<file path="config.mk">
export PLATFORM = sky130hd
export DESIGN_NAME = gps_track_top
export DESIGN_NICKNAME = d
export VERILOG_FILES = /design/src/gps_track_pkg.sv /design/src/ca_code_gen.sv /design/src/code_tracker.sv /design/src/correlator_channel.sv /design/src/gps_track_top.sv /design/src/init_fifo.sv /design/src/sample_sync.sv /design/src/track_mem_arbiter.sv
export SDC_FILE = /design/constraint.sdc
export NUM_CORES = 1
export LEC_CHECK = 0
export ABC_AREA = 1
export BUFFER_PORTS_ARGS = -buffer_cell sky130_fd_sc_hd__buf_4
export CAP_MARGIN = 20
export CELL_PAD_IN_SITES_DETAIL_PLACEMENT = 1
export CELL_PAD_IN_SITES_GLOBAL_PLACEMENT = 1
export CORE_ASPECT_RATIO = 0.9
export CORE_MARGIN = 2
export CORE_UTILIZATION = 50
export DETAILED_ROUTE_END_ITERATION = 10
export GPL_TIMING_DRIVEN = 1
export PLACE_DENSITY_LB_ADDON = 0.1
export SLEW_MARGIN = 20
export SYNTH_ARGS = -nofsm -noshare
export SYNTH_HDL_FRONTEND = slang
export SYNTH_SLANG_ARGS = --single-unit
</file>
<file path="constraint.sdc">
create_clock -name clk -period 3.53 [get_ports clk]
set_input_delay 0.353 -clock clk [delete_from_list [all_inputs] [get_ports clk]]
set_output_delay 0.353 -clock clk [all_outputs]
set_load 0.1 [all_outputs]
</file>
<file path="src/gps_track_pkg.sv">
package gps_track_pkg;

   ////////////////////
   // Widths
   ////////////////////

   localparam int SAMPLE_W = 3;
   localparam int PRN_W    = 6;
   localparam int SHIFT_W  = 10;
   localparam int ACC_W    = 8;
   localparam int ADDR_W   = 2;
   localparam int WORD_W   = PRN_W + 3 * ACC_W;

   typedef logic signed [SAMPLE_W-1:0] sample_t;
   typedef logic [PRN_W-1:0]           prn_t;
   typedef logic [SHIFT_W-1:0]         code_shift_t;
   typedef logic signed [ACC_W-1:0]    acc_t;
   typedef logic [ADDR_W-1:0]          mem_addr_t;
   // Entry layout is {prn, early, prompt, late}.
   typedef logic [WORD_W-1:0]          mem_word_t;

   localparam int CA_LEN     = 1023;
   localparam int ACC_LEN    = 16;
   localparam int INIT_DEPTH = 4;
   localparam int MEM_DEPTH  = 4;
   localparam int ACC_CNT_W  = $clog2(ACC_LEN);
   localparam int INIT_PTR_W = $clog2(INIT_DEPTH);
   localparam int ACC_MAX    = 2 ** (ACC_W - 1) - 1;
   localparam int ACC_MIN    = -(2 ** (ACC_W - 1));

   // G2 tap positions per PRN, stages numbered 1 to 10.
   localparam logic [3:0] G2_TAP_A [1:32] = '{
      4'd2, 4'd3, 4'd4, 4'd5, 4'd1, 4'd2, 4'd1, 4'd2, 4'd3, 4'd2, 4'd3,
      4'd5, 4'd6, 4'd7, 4'd8, 4'd9, 4'd1, 4'd2, 4'd3, 4'd4, 4'd5, 4'd6,
      4'd1, 4'd4, 4'd5, 4'd6, 4'd7, 4'd8, 4'd1, 4'd2, 4'd3, 4'd4};
   localparam logic [3:0] G2_TAP_B [1:32] = '{
      4'd6, 4'd7, 4'd8, 4'd9, 4'd9, 4'd10, 4'd8, 4'd9, 4'd10, 4'd3, 4'd4,
      4'd6, 4'd7, 4'd8, 4'd9, 4'd10, 4'd4, 4'd5, 4'd6, 4'd7, 4'd8, 4'd9,
      4'd3, 4'd6, 4'd7, 4'd8, 4'd9, 4'd10, 4'd6, 4'd7, 4'd8, 4'd9};

   typedef enum logic [1:0] {IDLE, SEEK, TRACK, WRITE} chan_state_e;
   typedef enum logic [1:0] {ARB_IDLE, ARB_SERVE, ARB_RELEASE} arb_state_e;

endpackage

</file>
<file path="src/ca_code_gen.sv">
`timescale 1ns/1ps

module ca_code_gen (
   input  logic                       clk,
   input  logic                       i_rst_n,
   input  logic                       i_load,
   input  gps_track_pkg::prn_t        i_prn,
   input  gps_track_pkg::code_shift_t i_seek_shift,
   input  logic                       i_advance,
   output logic                       o_chip,
   output logic                       o_seek_done
);
   import gps_track_pkg::*;

   // Stage 1 takes the feedback; stage 10 is the output end.
   logic [10:1] g1;
   logic [10:1] g2;
   logic [3:0]  tap_a;
   logic [3:0]  tap_b;
   code_shift_t seek_cnt;
   logic        step;

   assign o_seek_done = (seek_cnt == '0);
   assign step        = !o_seek_done || i_advance;
   assign o_chip      = g1[10] ^ g2[tap_a] ^ g2[tap_b];

   always_ff @(posedge clk) begin
      if (!i_rst_n) begin
         g1       <= '1;
         g2       <= '1;
         seek_cnt <= '0;
      end else if (i_load) begin
         g1 <= '1;
         g2 <= '1;
         // A full code period is the same phase as zero.
         seek_cnt <= (i_seek_shift >= CA_LEN) ? '0 : i_seek_shift;
      end else begin
         if (!o_seek_done) begin
            seek_cnt <= seek_cnt - 1'b1;
         end
         if (step) begin
            g1 <= {g1[9:1], g1[3] ^ g1[10]};
            g2 <= {g2[9:1], g2[2] ^ g2[3] ^ g2[6] ^ g2[8] ^ g2[9] ^ g2[10]};
         end
      end
   end

   ////////////////////
   // PRN tap select
   ////////////////////

   always_ff @(posedge clk) begin
      if (i_load) begin
         tap_a <= G2_TAP_A[i_prn];
         tap_b <= G2_TAP_B[i_prn];
      end
   end

endmodule

</file>
<file path="src/code_tracker.sv">
`timescale 1ns/1ps

module code_tracker (
   input  logic                     clk,
   input  logic                     i_rst_n,
   input  logic                     i_dump,
   input  gps_track_pkg::mem_addr_t i_dump_addr,
   output logic                     o_rd_req,
   output gps_track_pkg::mem_addr_t o_rd_addr,
   input  logic                     i_rd_ack,
   input  gps_track_pkg::mem_word_t i_rd_data,
   output logic                     o_trk_valid,
   output gps_track_pkg::prn_t      o_trk_prn,
   output gps_track_pkg::acc_t      o_prompt_mag,
   output logic signed [8:0]        o_code_err
);
   import gps_track_pkg::*;

   logic                  idle;
   logic                  pend;
   mem_addr_t             pend_addr;
   logic signed [ACC_W:0] e_abs;
   logic signed [ACC_W:0] p_abs;
   logic signed [ACC_W:0] l_abs;

   function automatic logic signed [ACC_W:0] abs_acc(acc_t v);
      logic signed [ACC_W:0] wide;
      wide = v;
      return (wide < 0) ? -wide : wide;
   endfunction

   assign idle  = !o_rd_req && !i_rd_ack;
   assign e_abs = abs_acc(i_rd_data[3*ACC_W-1:2*ACC_W]);
   assign p_abs = abs_acc(i_rd_data[2*ACC_W-1:ACC_W]);
   assign l_abs = abs_acc(i_rd_data[ACC_W-1:0]);

   always_ff @(posedge clk) begin
      if (!i_rst_n) begin
         o_rd_req    <= 1'b0;
         o_trk_valid <= 1'b0;
         pend        <= 1'b0;
      end else begin
         o_trk_valid <= 1'b0;
         if (o_rd_req && i_rd_ack) begin
            o_rd_req    <= 1'b0;
            o_trk_valid <= 1'b1;
         end else if (idle && pend) begin
            o_rd_req  <= 1'b1;
            o_rd_addr <= pend_addr;
            pend      <= 1'b0;
         end else if (idle && i_dump) begin
            o_rd_req  <= 1'b1;
            o_rd_addr <= i_dump_addr;
         end
         // Dump that cannot start now waits for the next free slot.
         if (i_dump && !(idle && !pend)) begin
            pend      <= 1'b1;
            pend_addr <= i_dump_addr;
         end
      end
   end

   always_ff @(posedge clk) begin
      if (o_rd_req && i_rd_ack) begin
         o_trk_prn    <= i_rd_data[WORD_W-1 -: PRN_W];
         o_prompt_mag <= (p_abs > ACC_MAX) ? acc_t'(ACC_MAX) : acc_t'(p_abs);
         o_code_err   <= e_abs - l_abs;
      end
   end

endmodule

</file>
<file path="src/correlator_channel.sv">
`timescale 1ns/1ps

module correlator_channel (
   input  logic                       clk,
   input  logic                       i_rst_n,
   input  logic                       i_sample_valid,
   input  gps_track_pkg::sample_t     i_sample,
   input  logic                       i_init_empty,
   input  gps_track_pkg::prn_t        i_init_prn,
   input  gps_track_pkg::code_shift_t i_init_shift,
   output logic                       o_init_pop,
   output logic                       o_wr_req,
   output gps_track_pkg::mem_addr_t   o_wr_addr,
   output gps_track_pkg::mem_word_t   o_wr_data,
   input  logic                       i_wr_ack,
   output logic                       o_dump,
   output gps_track_pkg::mem_addr_t   o_dump_addr
);
   import gps_track_pkg::*;

   chan_state_e          state;
   logic                 chip;
   logic                 seek_done;
   logic                 take;
   logic [1:0]           hist;  // [0] prompt chip, [1] late chip.
   prn_t                 prn_q;
   acc_t                 acc_e;
   acc_t                 acc_p;
   acc_t                 acc_l;
   logic [ACC_CNT_W-1:0] smp_cnt;
   mem_addr_t            wr_addr;

   function automatic acc_t sat_acc(acc_t acc, sample_t s, logic c);
      logic signed [ACC_W:0] sum;
      sum = acc;
      sum = c ? sum + s : sum - s;
      if (sum > ACC_MAX) begin
         return acc_t'(ACC_MAX);
      end else if (sum < ACC_MIN) begin
         return acc_t'(ACC_MIN);
      end
      return acc_t'(sum);
   endfunction

   assign o_init_pop  = (state == IDLE) && !i_init_empty;
   assign take        = (state == TRACK) && i_sample_valid;
   assign o_dump      = (state == WRITE) && !o_wr_req && !i_wr_ack;
   assign o_dump_addr = wr_addr;
   assign o_wr_addr   = wr_addr;
   assign o_wr_data   = {prn_q, acc_e, acc_p, acc_l};

   ca_code_gen u_code_gen (
      .clk          (clk),
      .i_rst_n      (i_rst_n),
      .i_load       (o_init_pop),
      .i_prn        (i_init_prn),
      .i_seek_shift (i_init_shift),
      .i_advance    (take),
      .o_chip       (chip),
      .o_seek_done  (seek_done)
   );

   ////////////////////
   // Channel FSM
   ////////////////////

   always_ff @(posedge clk) begin
      if (!i_rst_n) begin
         state    <= IDLE;
         o_wr_req <= 1'b0;
         wr_addr  <= '0;
         smp_cnt  <= '0;
      end else begin
         case (state)
            IDLE: if (o_init_pop) state <= SEEK;
            SEEK: if (seek_done) state <= TRACK;
            TRACK: begin
               if (take) begin
                  smp_cnt <= smp_cnt + 1'b1;
                  if (smp_cnt == ACC_CNT_W'(ACC_LEN - 1)) begin
                     state    <= WRITE;
                     o_wr_req <= 1'b1;
                  end
               end
            end
            WRITE: begin
               if (o_wr_req && i_wr_ack) begin
                  o_wr_req <= 1'b0;
               end else if (o_dump) begin
                  // Wraps at MEM_DEPTH entries.
                  wr_addr <= wr_addr + 1'b1;
                  smp_cnt <= '0;
                  state   <= TRACK;
               end
            end
            default: state <= IDLE;
         endcase
      end
   end

   // Early uses the live chip, prompt and late come from history.
   always_ff @(posedge clk) begin
      if (o_init_pop) begin
         prn_q <= i_init_prn;
         hist  <= '0;
         acc_e <= '0;
         acc_p <= '0;
         acc_l <= '0;
      end else if (take) begin
         hist  <= {hist[0], chip};
         acc_e <= sat_acc(acc_e, i_sample, chip);
         acc_p <= sat_acc(acc_p, i_sample, hist[0]);
         acc_l <= sat_acc(acc_l, i_sample, hist[1]);
      end else if (o_dump) begin
         acc_e <= '0;
         acc_p <= '0;
         acc_l <= '0;
      end
   end

endmodule

</file>
<file path="src/gps_track_top.sv">
`timescale 1ns/1ps

module gps_track_top (
   input  logic                       clk,
   input  logic                       i_rst_n,
   input  logic                       i_clk_sample,
   input  gps_track_pkg::sample_t     i_data,
   input  logic                       i_acq_valid,
   input  gps_track_pkg::prn_t        i_acq_prn,
   input  gps_track_pkg::code_shift_t i_acq_code_shift,
   output logic                       o_acq_full,
   output logic                       o_trk_valid,
   output gps_track_pkg::prn_t        o_trk_prn,
   output gps_track_pkg::acc_t        o_prompt_mag,
   output logic signed [8:0]          o_code_err
);
   import gps_track_pkg::*;

   sample_t     sample;
   logic        sample_valid;
   logic        init_empty;
   logic        init_pop;
   prn_t        init_prn;
   code_shift_t init_shift;
   logic        wr_req;
   logic        wr_ack;
   mem_addr_t   wr_addr;
   mem_word_t   wr_data;
   logic        rd_req;
   logic        rd_ack;
   mem_addr_t   rd_addr;
   mem_word_t   rd_data;
   logic        dump;
   mem_addr_t   dump_addr;

   ////////////////////
   // Front end
   ////////////////////

   sample_sync u_sample_sync (
      .clk            (clk),
      .i_rst_n        (i_rst_n),
      .i_clk_sample   (i_clk_sample),
      .i_data         (i_data),
      .o_sample_valid (sample_valid),
      .o_sample       (sample)
   );

   init_fifo u_init_fifo (
      .clk     (clk),
      .i_rst_n (i_rst_n),
      .i_push  (i_acq_valid),
      .i_prn   (i_acq_prn),
      .i_shift (i_acq_code_shift),
      .i_pop   (init_pop),
      .o_empty (init_empty),
      .o_full  (o_acq_full),
      .o_prn   (init_prn),
      .o_shift (init_shift)
   );

   ////////////////////
   // Channel and memory
   ////////////////////

   correlator_channel u_channel (
      .clk            (clk),
      .i_rst_n        (i_rst_n),
      .i_sample_valid (sample_valid),
      .i_sample       (sample),
      .i_init_empty   (init_empty),
      .i_init_prn     (init_prn),
      .i_init_shift   (init_shift),
      .o_init_pop     (init_pop),
      .o_wr_req       (wr_req),
      .o_wr_addr      (wr_addr),
      .o_wr_data      (wr_data),
      .i_wr_ack       (wr_ack),
      .o_dump         (dump),
      .o_dump_addr    (dump_addr)
   );

   track_mem_arbiter u_arbiter (
      .clk       (clk),
      .i_rst_n   (i_rst_n),
      .i_wr_req  (wr_req),
      .i_wr_addr (wr_addr),
      .i_wr_data (wr_data),
      .o_wr_ack  (wr_ack),
      .i_rd_req  (rd_req),
      .i_rd_addr (rd_addr),
      .o_rd_ack  (rd_ack),
      .o_rd_data (rd_data)
   );

   code_tracker u_tracker (
      .clk          (clk),
      .i_rst_n      (i_rst_n),
      .i_dump       (dump),
      .i_dump_addr  (dump_addr),
      .o_rd_req     (rd_req),
      .o_rd_addr    (rd_addr),
      .i_rd_ack     (rd_ack),
      .i_rd_data    (rd_data),
      .o_trk_valid  (o_trk_valid),
      .o_trk_prn    (o_trk_prn),
      .o_prompt_mag (o_prompt_mag),
      .o_code_err   (o_code_err)
   );

endmodule

</file>
<file path="src/init_fifo.sv">
`timescale 1ns/1ps

module init_fifo (
   input  logic                       clk,
   input  logic                       i_rst_n,
   input  logic                       i_push,
   input  gps_track_pkg::prn_t        i_prn,
   input  gps_track_pkg::code_shift_t i_shift,
   input  logic                       i_pop,
   output logic                       o_empty,
   output logic                       o_full,
   output gps_track_pkg::prn_t        o_prn,
   output gps_track_pkg::code_shift_t o_shift
);
   import gps_track_pkg::*;

   prn_t                  prn_mem   [INIT_DEPTH];
   code_shift_t           shift_mem [INIT_DEPTH];
   logic [INIT_PTR_W-1:0] wr_ptr;
   logic [INIT_PTR_W-1:0] rd_ptr;
   logic [INIT_PTR_W:0]   count;
   logic                  do_push;
   logic                  do_pop;

   assign o_empty = (count == '0);
   assign o_full  = (count == (INIT_PTR_W + 1)'(INIT_DEPTH));
   assign do_push = i_push && !o_full;
   assign do_pop  = i_pop && !o_empty;

   // Head of queue.
   assign o_prn   = prn_mem[rd_ptr];
   assign o_shift = shift_mem[rd_ptr];

   always_ff @(posedge clk) begin
      if (!i_rst_n) begin
         wr_ptr <= '0;
         rd_ptr <= '0;
         count  <= '0;
      end else begin
         if (do_push) begin
            wr_ptr <= wr_ptr + 1'b1;
         end
         if (do_pop) begin
            rd_ptr <= rd_ptr + 1'b1;
         end
         count <= count + do_push - do_pop;
      end
   end

   always_ff @(posedge clk) begin
      if (do_push) begin
         prn_mem[wr_ptr]   <= i_prn;
         shift_mem[wr_ptr] <= i_shift;
      end
   end

endmodule

</file>
<file path="src/sample_sync.sv">
`timescale 1ns/1ps

module sample_sync (
   input  logic                   clk,
   input  logic                   i_rst_n,
   input  logic                   i_clk_sample,
   input  gps_track_pkg::sample_t i_data,
   output logic                   o_sample_valid,
   output gps_track_pkg::sample_t o_sample
);
   import gps_track_pkg::*;

   // Two synchronizer stages plus one stage of edge history.
   logic [2:0] clk_sync;
   logic       edge_det;
   logic [1:0] hold_dly;

   assign edge_det = clk_sync[1] & ~clk_sync[2];

   always_ff @(posedge clk) begin
      if (!i_rst_n) begin
         clk_sync       <= '0;
         hold_dly       <= '0;
         o_sample_valid <= 1'b0;
      end else begin
         clk_sync       <= {clk_sync[1:0], i_clk_sample};
         hold_dly       <= {hold_dly[0], edge_det};
         o_sample_valid <= hold_dly[1];
      end
   end

   // Data bits are stable by the time the delayed strobe fires.
   always_ff @(posedge clk) begin
      if (hold_dly[1]) begin
         o_sample <= i_data;
      end
   end

endmodule

</file>
<file path="src/track_mem_arbiter.sv">
`timescale 1ns/1ps

module track_mem_arbiter (
   input  logic                     clk,
   input  logic                     i_rst_n,
   input  logic                     i_wr_req,
   input  gps_track_pkg::mem_addr_t i_wr_addr,
   input  gps_track_pkg::mem_word_t i_wr_data,
   output logic                     o_wr_ack,
   input  logic                     i_rd_req,
   input  gps_track_pkg::mem_addr_t i_rd_addr,
   output logic                     o_rd_ack,
   output gps_track_pkg::mem_word_t o_rd_data
);
   import gps_track_pkg::*;

   arb_state_e state;
   mem_word_t  mem [MEM_DEPTH];
   logic       sel_rd;   // Granted client, 1 for the reader.
   logic       last_rd;
   logic       pick_rd;
   logic       sel_req;

   // On a tie the client that lost last time wins.
   assign pick_rd = i_rd_req && (!i_wr_req || !last_rd);
   assign sel_req = sel_rd ? i_rd_req : i_wr_req;

   always_ff @(posedge clk) begin
      if (!i_rst_n) begin
         state    <= ARB_IDLE;
         sel_rd   <= 1'b0;
         last_rd  <= 1'b0;
         o_wr_ack <= 1'b0;
         o_rd_ack <= 1'b0;
      end else begin
         case (state)
            ARB_IDLE: begin
               if (i_wr_req || i_rd_req) begin
                  sel_rd  <= pick_rd;
                  last_rd <= pick_rd;
                  state   <= ARB_SERVE;
               end
            end
            ARB_SERVE: begin
               o_rd_ack <= sel_rd;
               o_wr_ack <= !sel_rd;
               state    <= ARB_RELEASE;
            end
            ARB_RELEASE: begin
               if (!sel_req) begin
                  o_rd_ack <= 1'b0;
                  o_wr_ack <= 1'b0;
                  state    <= ARB_IDLE;
               end
            end
            default: state <= ARB_IDLE;
         endcase
      end
   end

   ////////////////////
   // Results memory
   ////////////////////

   always_ff @(posedge clk) begin
      if (state == ARB_SERVE) begin
         if (sel_rd) begin
            o_rd_data <= mem[i_rd_addr];
         end else begin
            mem[i_wr_addr] <= i_wr_data;
         end
      end
   end

endmodule

</file>
==> results.toml, run 1 <==
[sta]
clock_skew_ps = 27.2
worst_pin_slew_ps = 939
period_share_pct = 99.9
drv_slew = 0
fin_crit_ps = 3530
relSlewSlack_pct = 37.0
setup_ws_ps = 3.56
clock.fmax_mhz = 284
setup_violations = 0
hold_viol = 0
setup_tns_ps = 0
rsz0062_at_grt = "yes"

[floorplanning]
num_rows = 61
die_y_um = 172
pin_count = 48
initial_core_util_pct = 50.8
core_area_mm2 = 0.0308
die_w_um = 190
die_area_mm2 = 0.0327

[placement]
place_congestion = 0.833
placed_area_mm2 = 0.0165
portBuffers = 47
preCtsSetupSlack_ps = -44.4
hpwl_mm = 25.0

[synth]
synth_seq_cells = 346
async_flop_share_pct = 0
yosys_most_used_dff = "edfxtp_1"
ys_top_cells_by_area = "edfxtp_1 50%, dfxtp_1 11%, nand2_1 6.0%"
synth_top_area_cell = "edfxtp_1"
syn-cell-area_mm2 = 0.0157
ys_warn_count = 0
synth.avg_cell_area_um2 = 10.4
synth_top_cell_area_share_pct = 49.5
synth_edf_count = 258
synth_fp_nets = 1583
ys_seq_area_share_pct = 60.8
synth_cells = 1498
ys_types = 58

[global_routing]
track_usage_pct = 23.2
grt_max_degree = 61
overflow = 0
grt_pass1_wl_mm = 60.0
grt_pass1_vias = 11596
antenna_found_initial = 0

[power_and_ir_drop]
power.clock.fraction_pct = 29.0
p_per_area_mw_per_mm2 = 719
p_sw_share_pct = 35.3
p_sw_w = 0.00458
ir_worst_vdd_mv = 0.553
combinationalPowerShare_pct = 31.6
internal-power_w = 0.00840
pwr-share-seq_pct = 39.4
totalPowerFinal_w = 0.0130
p_leak_nw = 6.92

[drt]
drtAntennaViolNets = 0
drc = 0
drtPass1Iterations = 5
initialDrtViolationCount = 562
wl_per_cell_um = 18.7
drt-total-wl_mm = 37.5
vias = 11016
viasPerCell = 5.48

[setup_path]
crit_arrival_ps = 3890
crit_type = "reg -> reg"
worstSetupStartpoint = "u_channel.u_code_gen.tap_a[1]"
start_kind = "flop"
critPathRequiredTime_ps = 3890
rr_worst_depth = 23
cp-end-kind = "flop"
rr_startpoint = "u_channel.u_code_gen.tap_a[1]"
cp_max_fo = 7

[outcome]
outcome = "finished clean"

[clock_tree]
numCtsBuffers = 37
cts_tree = "yes"
clkTransAtPathRegs_ps = 60
htreeDepth = 2
ctsHoldBuffers = 0
cts.sinks = 346
cts_buffer_depth = 3
insertion_delay_ps = 530
root_buffer = "clkbuf_16"

[min_path]
hold_depth = 1
hp-start = "i_data[2]"
hold_class = "in -> reg"

[cells_and_area]
multiInputGateArea_mm2 = 0.00557
design_area_mm2 = 0.0180
drive_above_1_share_pct = 15.1
n_antenna_cell = 0
regArea_mm2 = 0.00951
final_nets = 1659
synthToLayoutAreaGrowth_pct = 15.2
fillers = 3294

[flow_run]
max_cap_viol_count = 0
-- critical path: stages (launching register included) --
cell      delay, ps
edfxtp_1        510
a21oi_1         210
o21ai_0         150
nand2_1         110
nand2_1         170
nand2_4         140
nand2_4          60
nand3_4         110
nand2_4          80
nand2_2          70
o21a_1          140
inv_2            50
fa_2            350
o21ai_2         180
nand4_1         130
nand3_2         100
xor2_2          190
inv_1            80
nand3_2         110
nand2_2          80
nand2_4         100
nand3_2          80
nand2_2          90
a21oi_2          50
-- final timing paths --
path / endpoint / slack, ps
worst max register to register: u_channel.acc_e[5] / 4
worst min-delay path: u_sample_sync.o_sample[2] / 30
worst min register to register: u_sample_sync.hold_dly[0] / 380
worst max-delay path: u_channel.acc_e[5] / 4
-- state kept, by name, summed over array words and instances (netlist names), 6 cells and up, named ones only --
signal                         count
u_init_fifo.shift_mem             40
u_channel.acc_e                    8
u_channel.u_code_gen.g2           10
u_channel.acc_p                    8
u_tracker.o_code_err               9
u_tracker.o_trk_prn                6
u_arbiter.mem                    120
u_channel.acc_l                    8
u_init_fifo.prn_mem               24
u_channel.u_code_gen.g1           10
u_channel.prn_q                    6
u_tracker.o_prompt_mag             8
u_channel.u_code_gen.seek_cnt     10
u_arbiter.o_rd_data               30
-- layout by cell type, fill, tap and decap left out, types with 3 or more instances in the layout --
master and count:
nor2_1 138, nand3_1 41, nand2_2 13, nand3_4 6, buf_4 81, nand4_1 8, a31oi_1 6, clkinv_1 4
or2_2 4, clkinv_2 9, edfxtp_1 258, a21oi_1 92, o21ai_1 5, nor3_1 11, inv_1 145, nor2_2 9
nand3_2 11, clkinvlp_4 5, ha_1 52, o211ai_1 31, fa_1 4, inv_2 20, nand2_1 237, xnor2_1 21
clkbuf_1 7, a32o_1 3, o21ai_0 119, ha_4 5, dfxtp_1 88, o31ai_1 5, clkbuf_8 4, o22ai_1 35
xor2_1 23, a21oi_2 11, a32oi_1 7, o221ai_1 5, clkbuf_16 39, nand2_4 8
-- metrics by stage --
stage / hold slack [ps] / cells / utilization [%]
3_3_place_gp: 374 / 1931 / 53.6
3_5_place_dp: 378 / 1931 / 53.6
5_1_grt: 11.1 / 2012 / 58.5
4_1_cts: 6.61 / 2002 / 57.5
6_report: 27.0 / 2012 / 58.5
2_1_floorplan: 368 / 1498 / -
-- logic make-up (layout without fill, tap and decap cells) --
logic type	count (synthesis)	after routing	share of synthesized area, %
adder cells (fa/ha/maj)	62	62	5.20
XOR/XNOR	46	46	2.62
flip-flops	346	346	60.8
other	1	1	0.0240
buffers and inverters	214	319	5.28
AO/OA/AOI/OAI	333	333	12.6
multiplexers	1	1	0.0640
AND/OR/NAND/NOR	495	495	13.4
-- cells in the mapped netlist, drive strengths merged (2+ instances only) --
library cell and instances:
edfxtp 258, nand2 258, inv 166, nor2 148, o21ai 125, a21oi 105, dfxtp 88, nand3 58
ha 57, o22ai 35, o211ai 31, clkbuf 30, xor2 25, xnor2 21, buf 15, nor3 13
a32oi 9, nand4 9, a31oi 6, fa 5, o221ai 5, o31ai 5, or2 5, a32o 3
clkinv 3, a211oi 2
-- what timing repair did --
action,4_1_cts,5_1_grt
setup endpoints to repair,7,15
buffers inserted,3,10
resized for setup,2,50
cloned,0,0
pin swaps,1,17
-- power groups by stage --
stage	logic, W	clock network (W)	registers (W)
after floorplan	0.00265	0	0.00506
after global placement	0.00341	0	0.00517
after detailed placement	0.00353	0	0.00519
after CTS	0.00362	0.00384	0.00510
after global routing	0.00456	0.00399	0.00515
final	0.00410	0.00376	0.00511
-- layer usage --
| layer | track usage (%) | up-vias | share of wire [%] | routed length (um) |
|---|---|---|---|---|
| met1 | 28.7 | 5417 | 44 | 16400 |
| met5 | 0 | - | 0 | 0 |
| met2 | 42.8 | 198 | 51 | 19200 |
| met4 | 6.44 | 0 | 1.8 | 690 |
| met3 | 2.86 | 48 | 3.2 | 1220 |
| li1 | - | 5353 | - | - |
-- final cells by class --
class / count / share of cell area (%)
Inverter: 169 / 3.56
Tap cell: 409 / 2.84
Clock inverter: 18 / 0.742
Clock buffer: 50 / 5.86
Timing Repair Buffer: 82 / 3.39
Multi-Input combinational cell: 938 / 30.9
Sequential cell: 346 / 52.7
Note: power is estimated with default switching activity, not from simulation.
==> run 2, diff against run 1 <==
Settings changed: RECOVER_POWER from default to 50.
==> run 2 against run 1 <==
The run now ends with capacitance limit, slew limit left. Register-to-register slack barely moved. Core utilization fell by 0.63 points. Via count decreased by 0.43%. Maximum frequency barely moved. Critical path depth did not move. Highest routed layer unchanged. Sequential share of layout area increased by 0.58 points. First-iteration DRC count up 1.2%. Power decreased by 0.22%. Combinational power about the same. Sequential cell count unchanged. Critical endpoint unchanged. Wire length grew 0.11%. Largest cell class unchanged.
==> results.toml, run 2 (synthesis gave the netlist of run 1 again) <==
[drt]
drc = 0
wl_per_cell_um = 18.7
vias = 10969
viasPerCell = 5.45
drt-total-wl_mm = 37.6
initialDrtViolationCount = 569
drtAntennaViolNets = 0
drtPass1Iterations = 5

[floorplanning]
core_area_mm2 = 0.0308
num_rows = 61
die_area_mm2 = 0.0327
die_w_um = 190
initial_core_util_pct = 50.8
die_y_um = 172
pin_count = 48

[cells_and_area]
most-common-layout-cells = "258 x edfxtp_1, 238 x nand2_1, 146 x inv_1"
top_register = "u_arbiter.mem"
stdcell_count = 2012
n_antenna_cell = 0
top_regs = "u_arbiter.mem (120), u_init_fifo.shift_mem (40), u_arbiter.o_rd_data (30)"
finish.utilization_pct = 57.9
fillers = 3307
final_nets = 1659
largest_register_ffs = 120
layout_commonest_cell = "edfxtp_1"
synthToLayoutAreaGrowth_pct = 14.0
drive_above_1_share_pct = 11.8

[clock_tree]
cts_tree = "yes"
insertion_delay_ps = 530
numCtsBuffers = 37
clkTransAtPathRegs_ps = 60
ctsHoldBuffers = 0
cts_buffer_depth = 3
htreeDepth = 2
cts.sinks = 346
root_buffer = "clkbuf_16"

[sta]
period_share_pct = 99.9
clock_skew_ps = 25.6
clock.fmax_mhz = 284
rsz0062_at_grt = "yes"
setup_ws_ps = 4.51
worst_pin_slew_ps = 2210
fin_crit_ps = 3530
setup_tns_ps = 0
fin_hold_ws_ps = 41.5
drv_slew = 83
relSlewSlack_pct = -47.5
setup_violations = 0
hold_viol = 0

[placement]
post-place-cells = 1931
preCtsSetupSlack_ps = -44.4
hpwl_mm = 25.0
portBuffers = 47
place_congestion = 0.833

[setup_path]
rr_startpoint = "u_channel.u_code_gen.tap_a[1]"
crit_arrival_ps = 3890
critPathTopFamily = "simple AND/OR/NAND/NOR gates"
cpMostUsedCell = "nand2_4"
crit_chain = "a21oi_1 > o21ai_0 > nand2_1 > nand2_1 > nand2_4 > nand2_4 > nand3_4 > nand2_4 > nand2_2 > o21a_1 > inv_2 > fa_2 > o21ai_2 > nand4_1 > nand3_2 > xor2_2 > inv_1 > nand3_2 > nand2_2 > nand2_4 > nand3_2 > nand2_2 > a21oi_2"
path_buf_inv = 2
start_kind = "flop"
cpPeakStageDelay_ps = 510
critPathRequiredTime_ps = 3890
cp-end-kind = "flop"
crit_slowest_cell = "edfxtp_1"
crit_type = "reg -> reg"
worstSetupStartpoint = "u_channel.u_code_gen.tap_a[1]"
cp_max_fo = 7

[global_routing]
grt_max_degree = 61
antenna_found_initial = 0
grt_pass1_wl_mm = 60.0
track_usage_pct = 23.2
overflow = 0
grt_pass1_vias = 11596

[outcome]
violations = "capacitance limit, slew limit"
outcome = "finished with violations"

[power_and_ir_drop]
p_leak_nw = 6.73
p_per_area_mw_per_mm2 = 726
ir_worst_vdd_mv = 0.553

[min_path]
hp-start = "i_clk_sample"
hold_class = "in -> reg"

[flow_run]
max_cap_viol_count = 2
==> run 2: cell count changes in the layout (fill, tap and decap cells not counted), sizes merged <==
cell    change
clkbuf     +51
buf        -51
==> run 2: final cells by class <==
type,instances,area (um2),area share [%]
timing repair buffer,82,424,2.38
sequential,346,9510,53.3
inverter,169,642,3.60
multi-input combinational,938,5560,31.2
clock inverter,18,134,0.750
clock buffer,50,1060,5.93
tap,409,512,2.87
==> run 2: worst min-delay path, stage by stage <==
cell     delay, ps
buf_4           80
nand2_1         40
inv_1           40
==> run 2: timing repair <==
action,CTS,global route
setup buffers,3,10
pin swaps,1,17
setup endpoints to repair,7,15
resized for setup,2,50
==> run 2: worst paths after layout <==
check        slack, ps  cells past startpoint                   endpoint
max                  5                     23         u_channel.acc_e[5]
min                 40                      3  u_sample_sync.clk_sync[0]
max reg2reg          5                     23         u_channel.acc_e[5]
min reg2reg        380                      1  u_sample_sync.hold_dly[0]
==> run 2: power breakdown <==
part           switching, W  total, W  internal, W
Clock               0.00157   0.00376      0.00219
Sequential         0.000292   0.00511      0.00482
Combinational       0.00271   0.00408      0.00137
==> run 2: metrics by stage <==
stage / power [W] / instance area (um2)
2_1_floorplan: 0.00772 / 15700
3_3_place_gp: 0.00858 / 16500
3_5_place_dp: 0.00872 / 16500
4_1_cts: 0.0126 / 17700
5_1_grt: 0.0137 / 17800
6_report: 0.0129 / 17800
==> run 2: layer usage <==
metal	vias to the layer above	global-route usage (%)	routed length (um)
li1	5348	-	-
met1	5398	28.7	16500
met2	175	42.8	19100
met3	48	2.86	1210
met4	0	6.44	695
met5	-	0	0
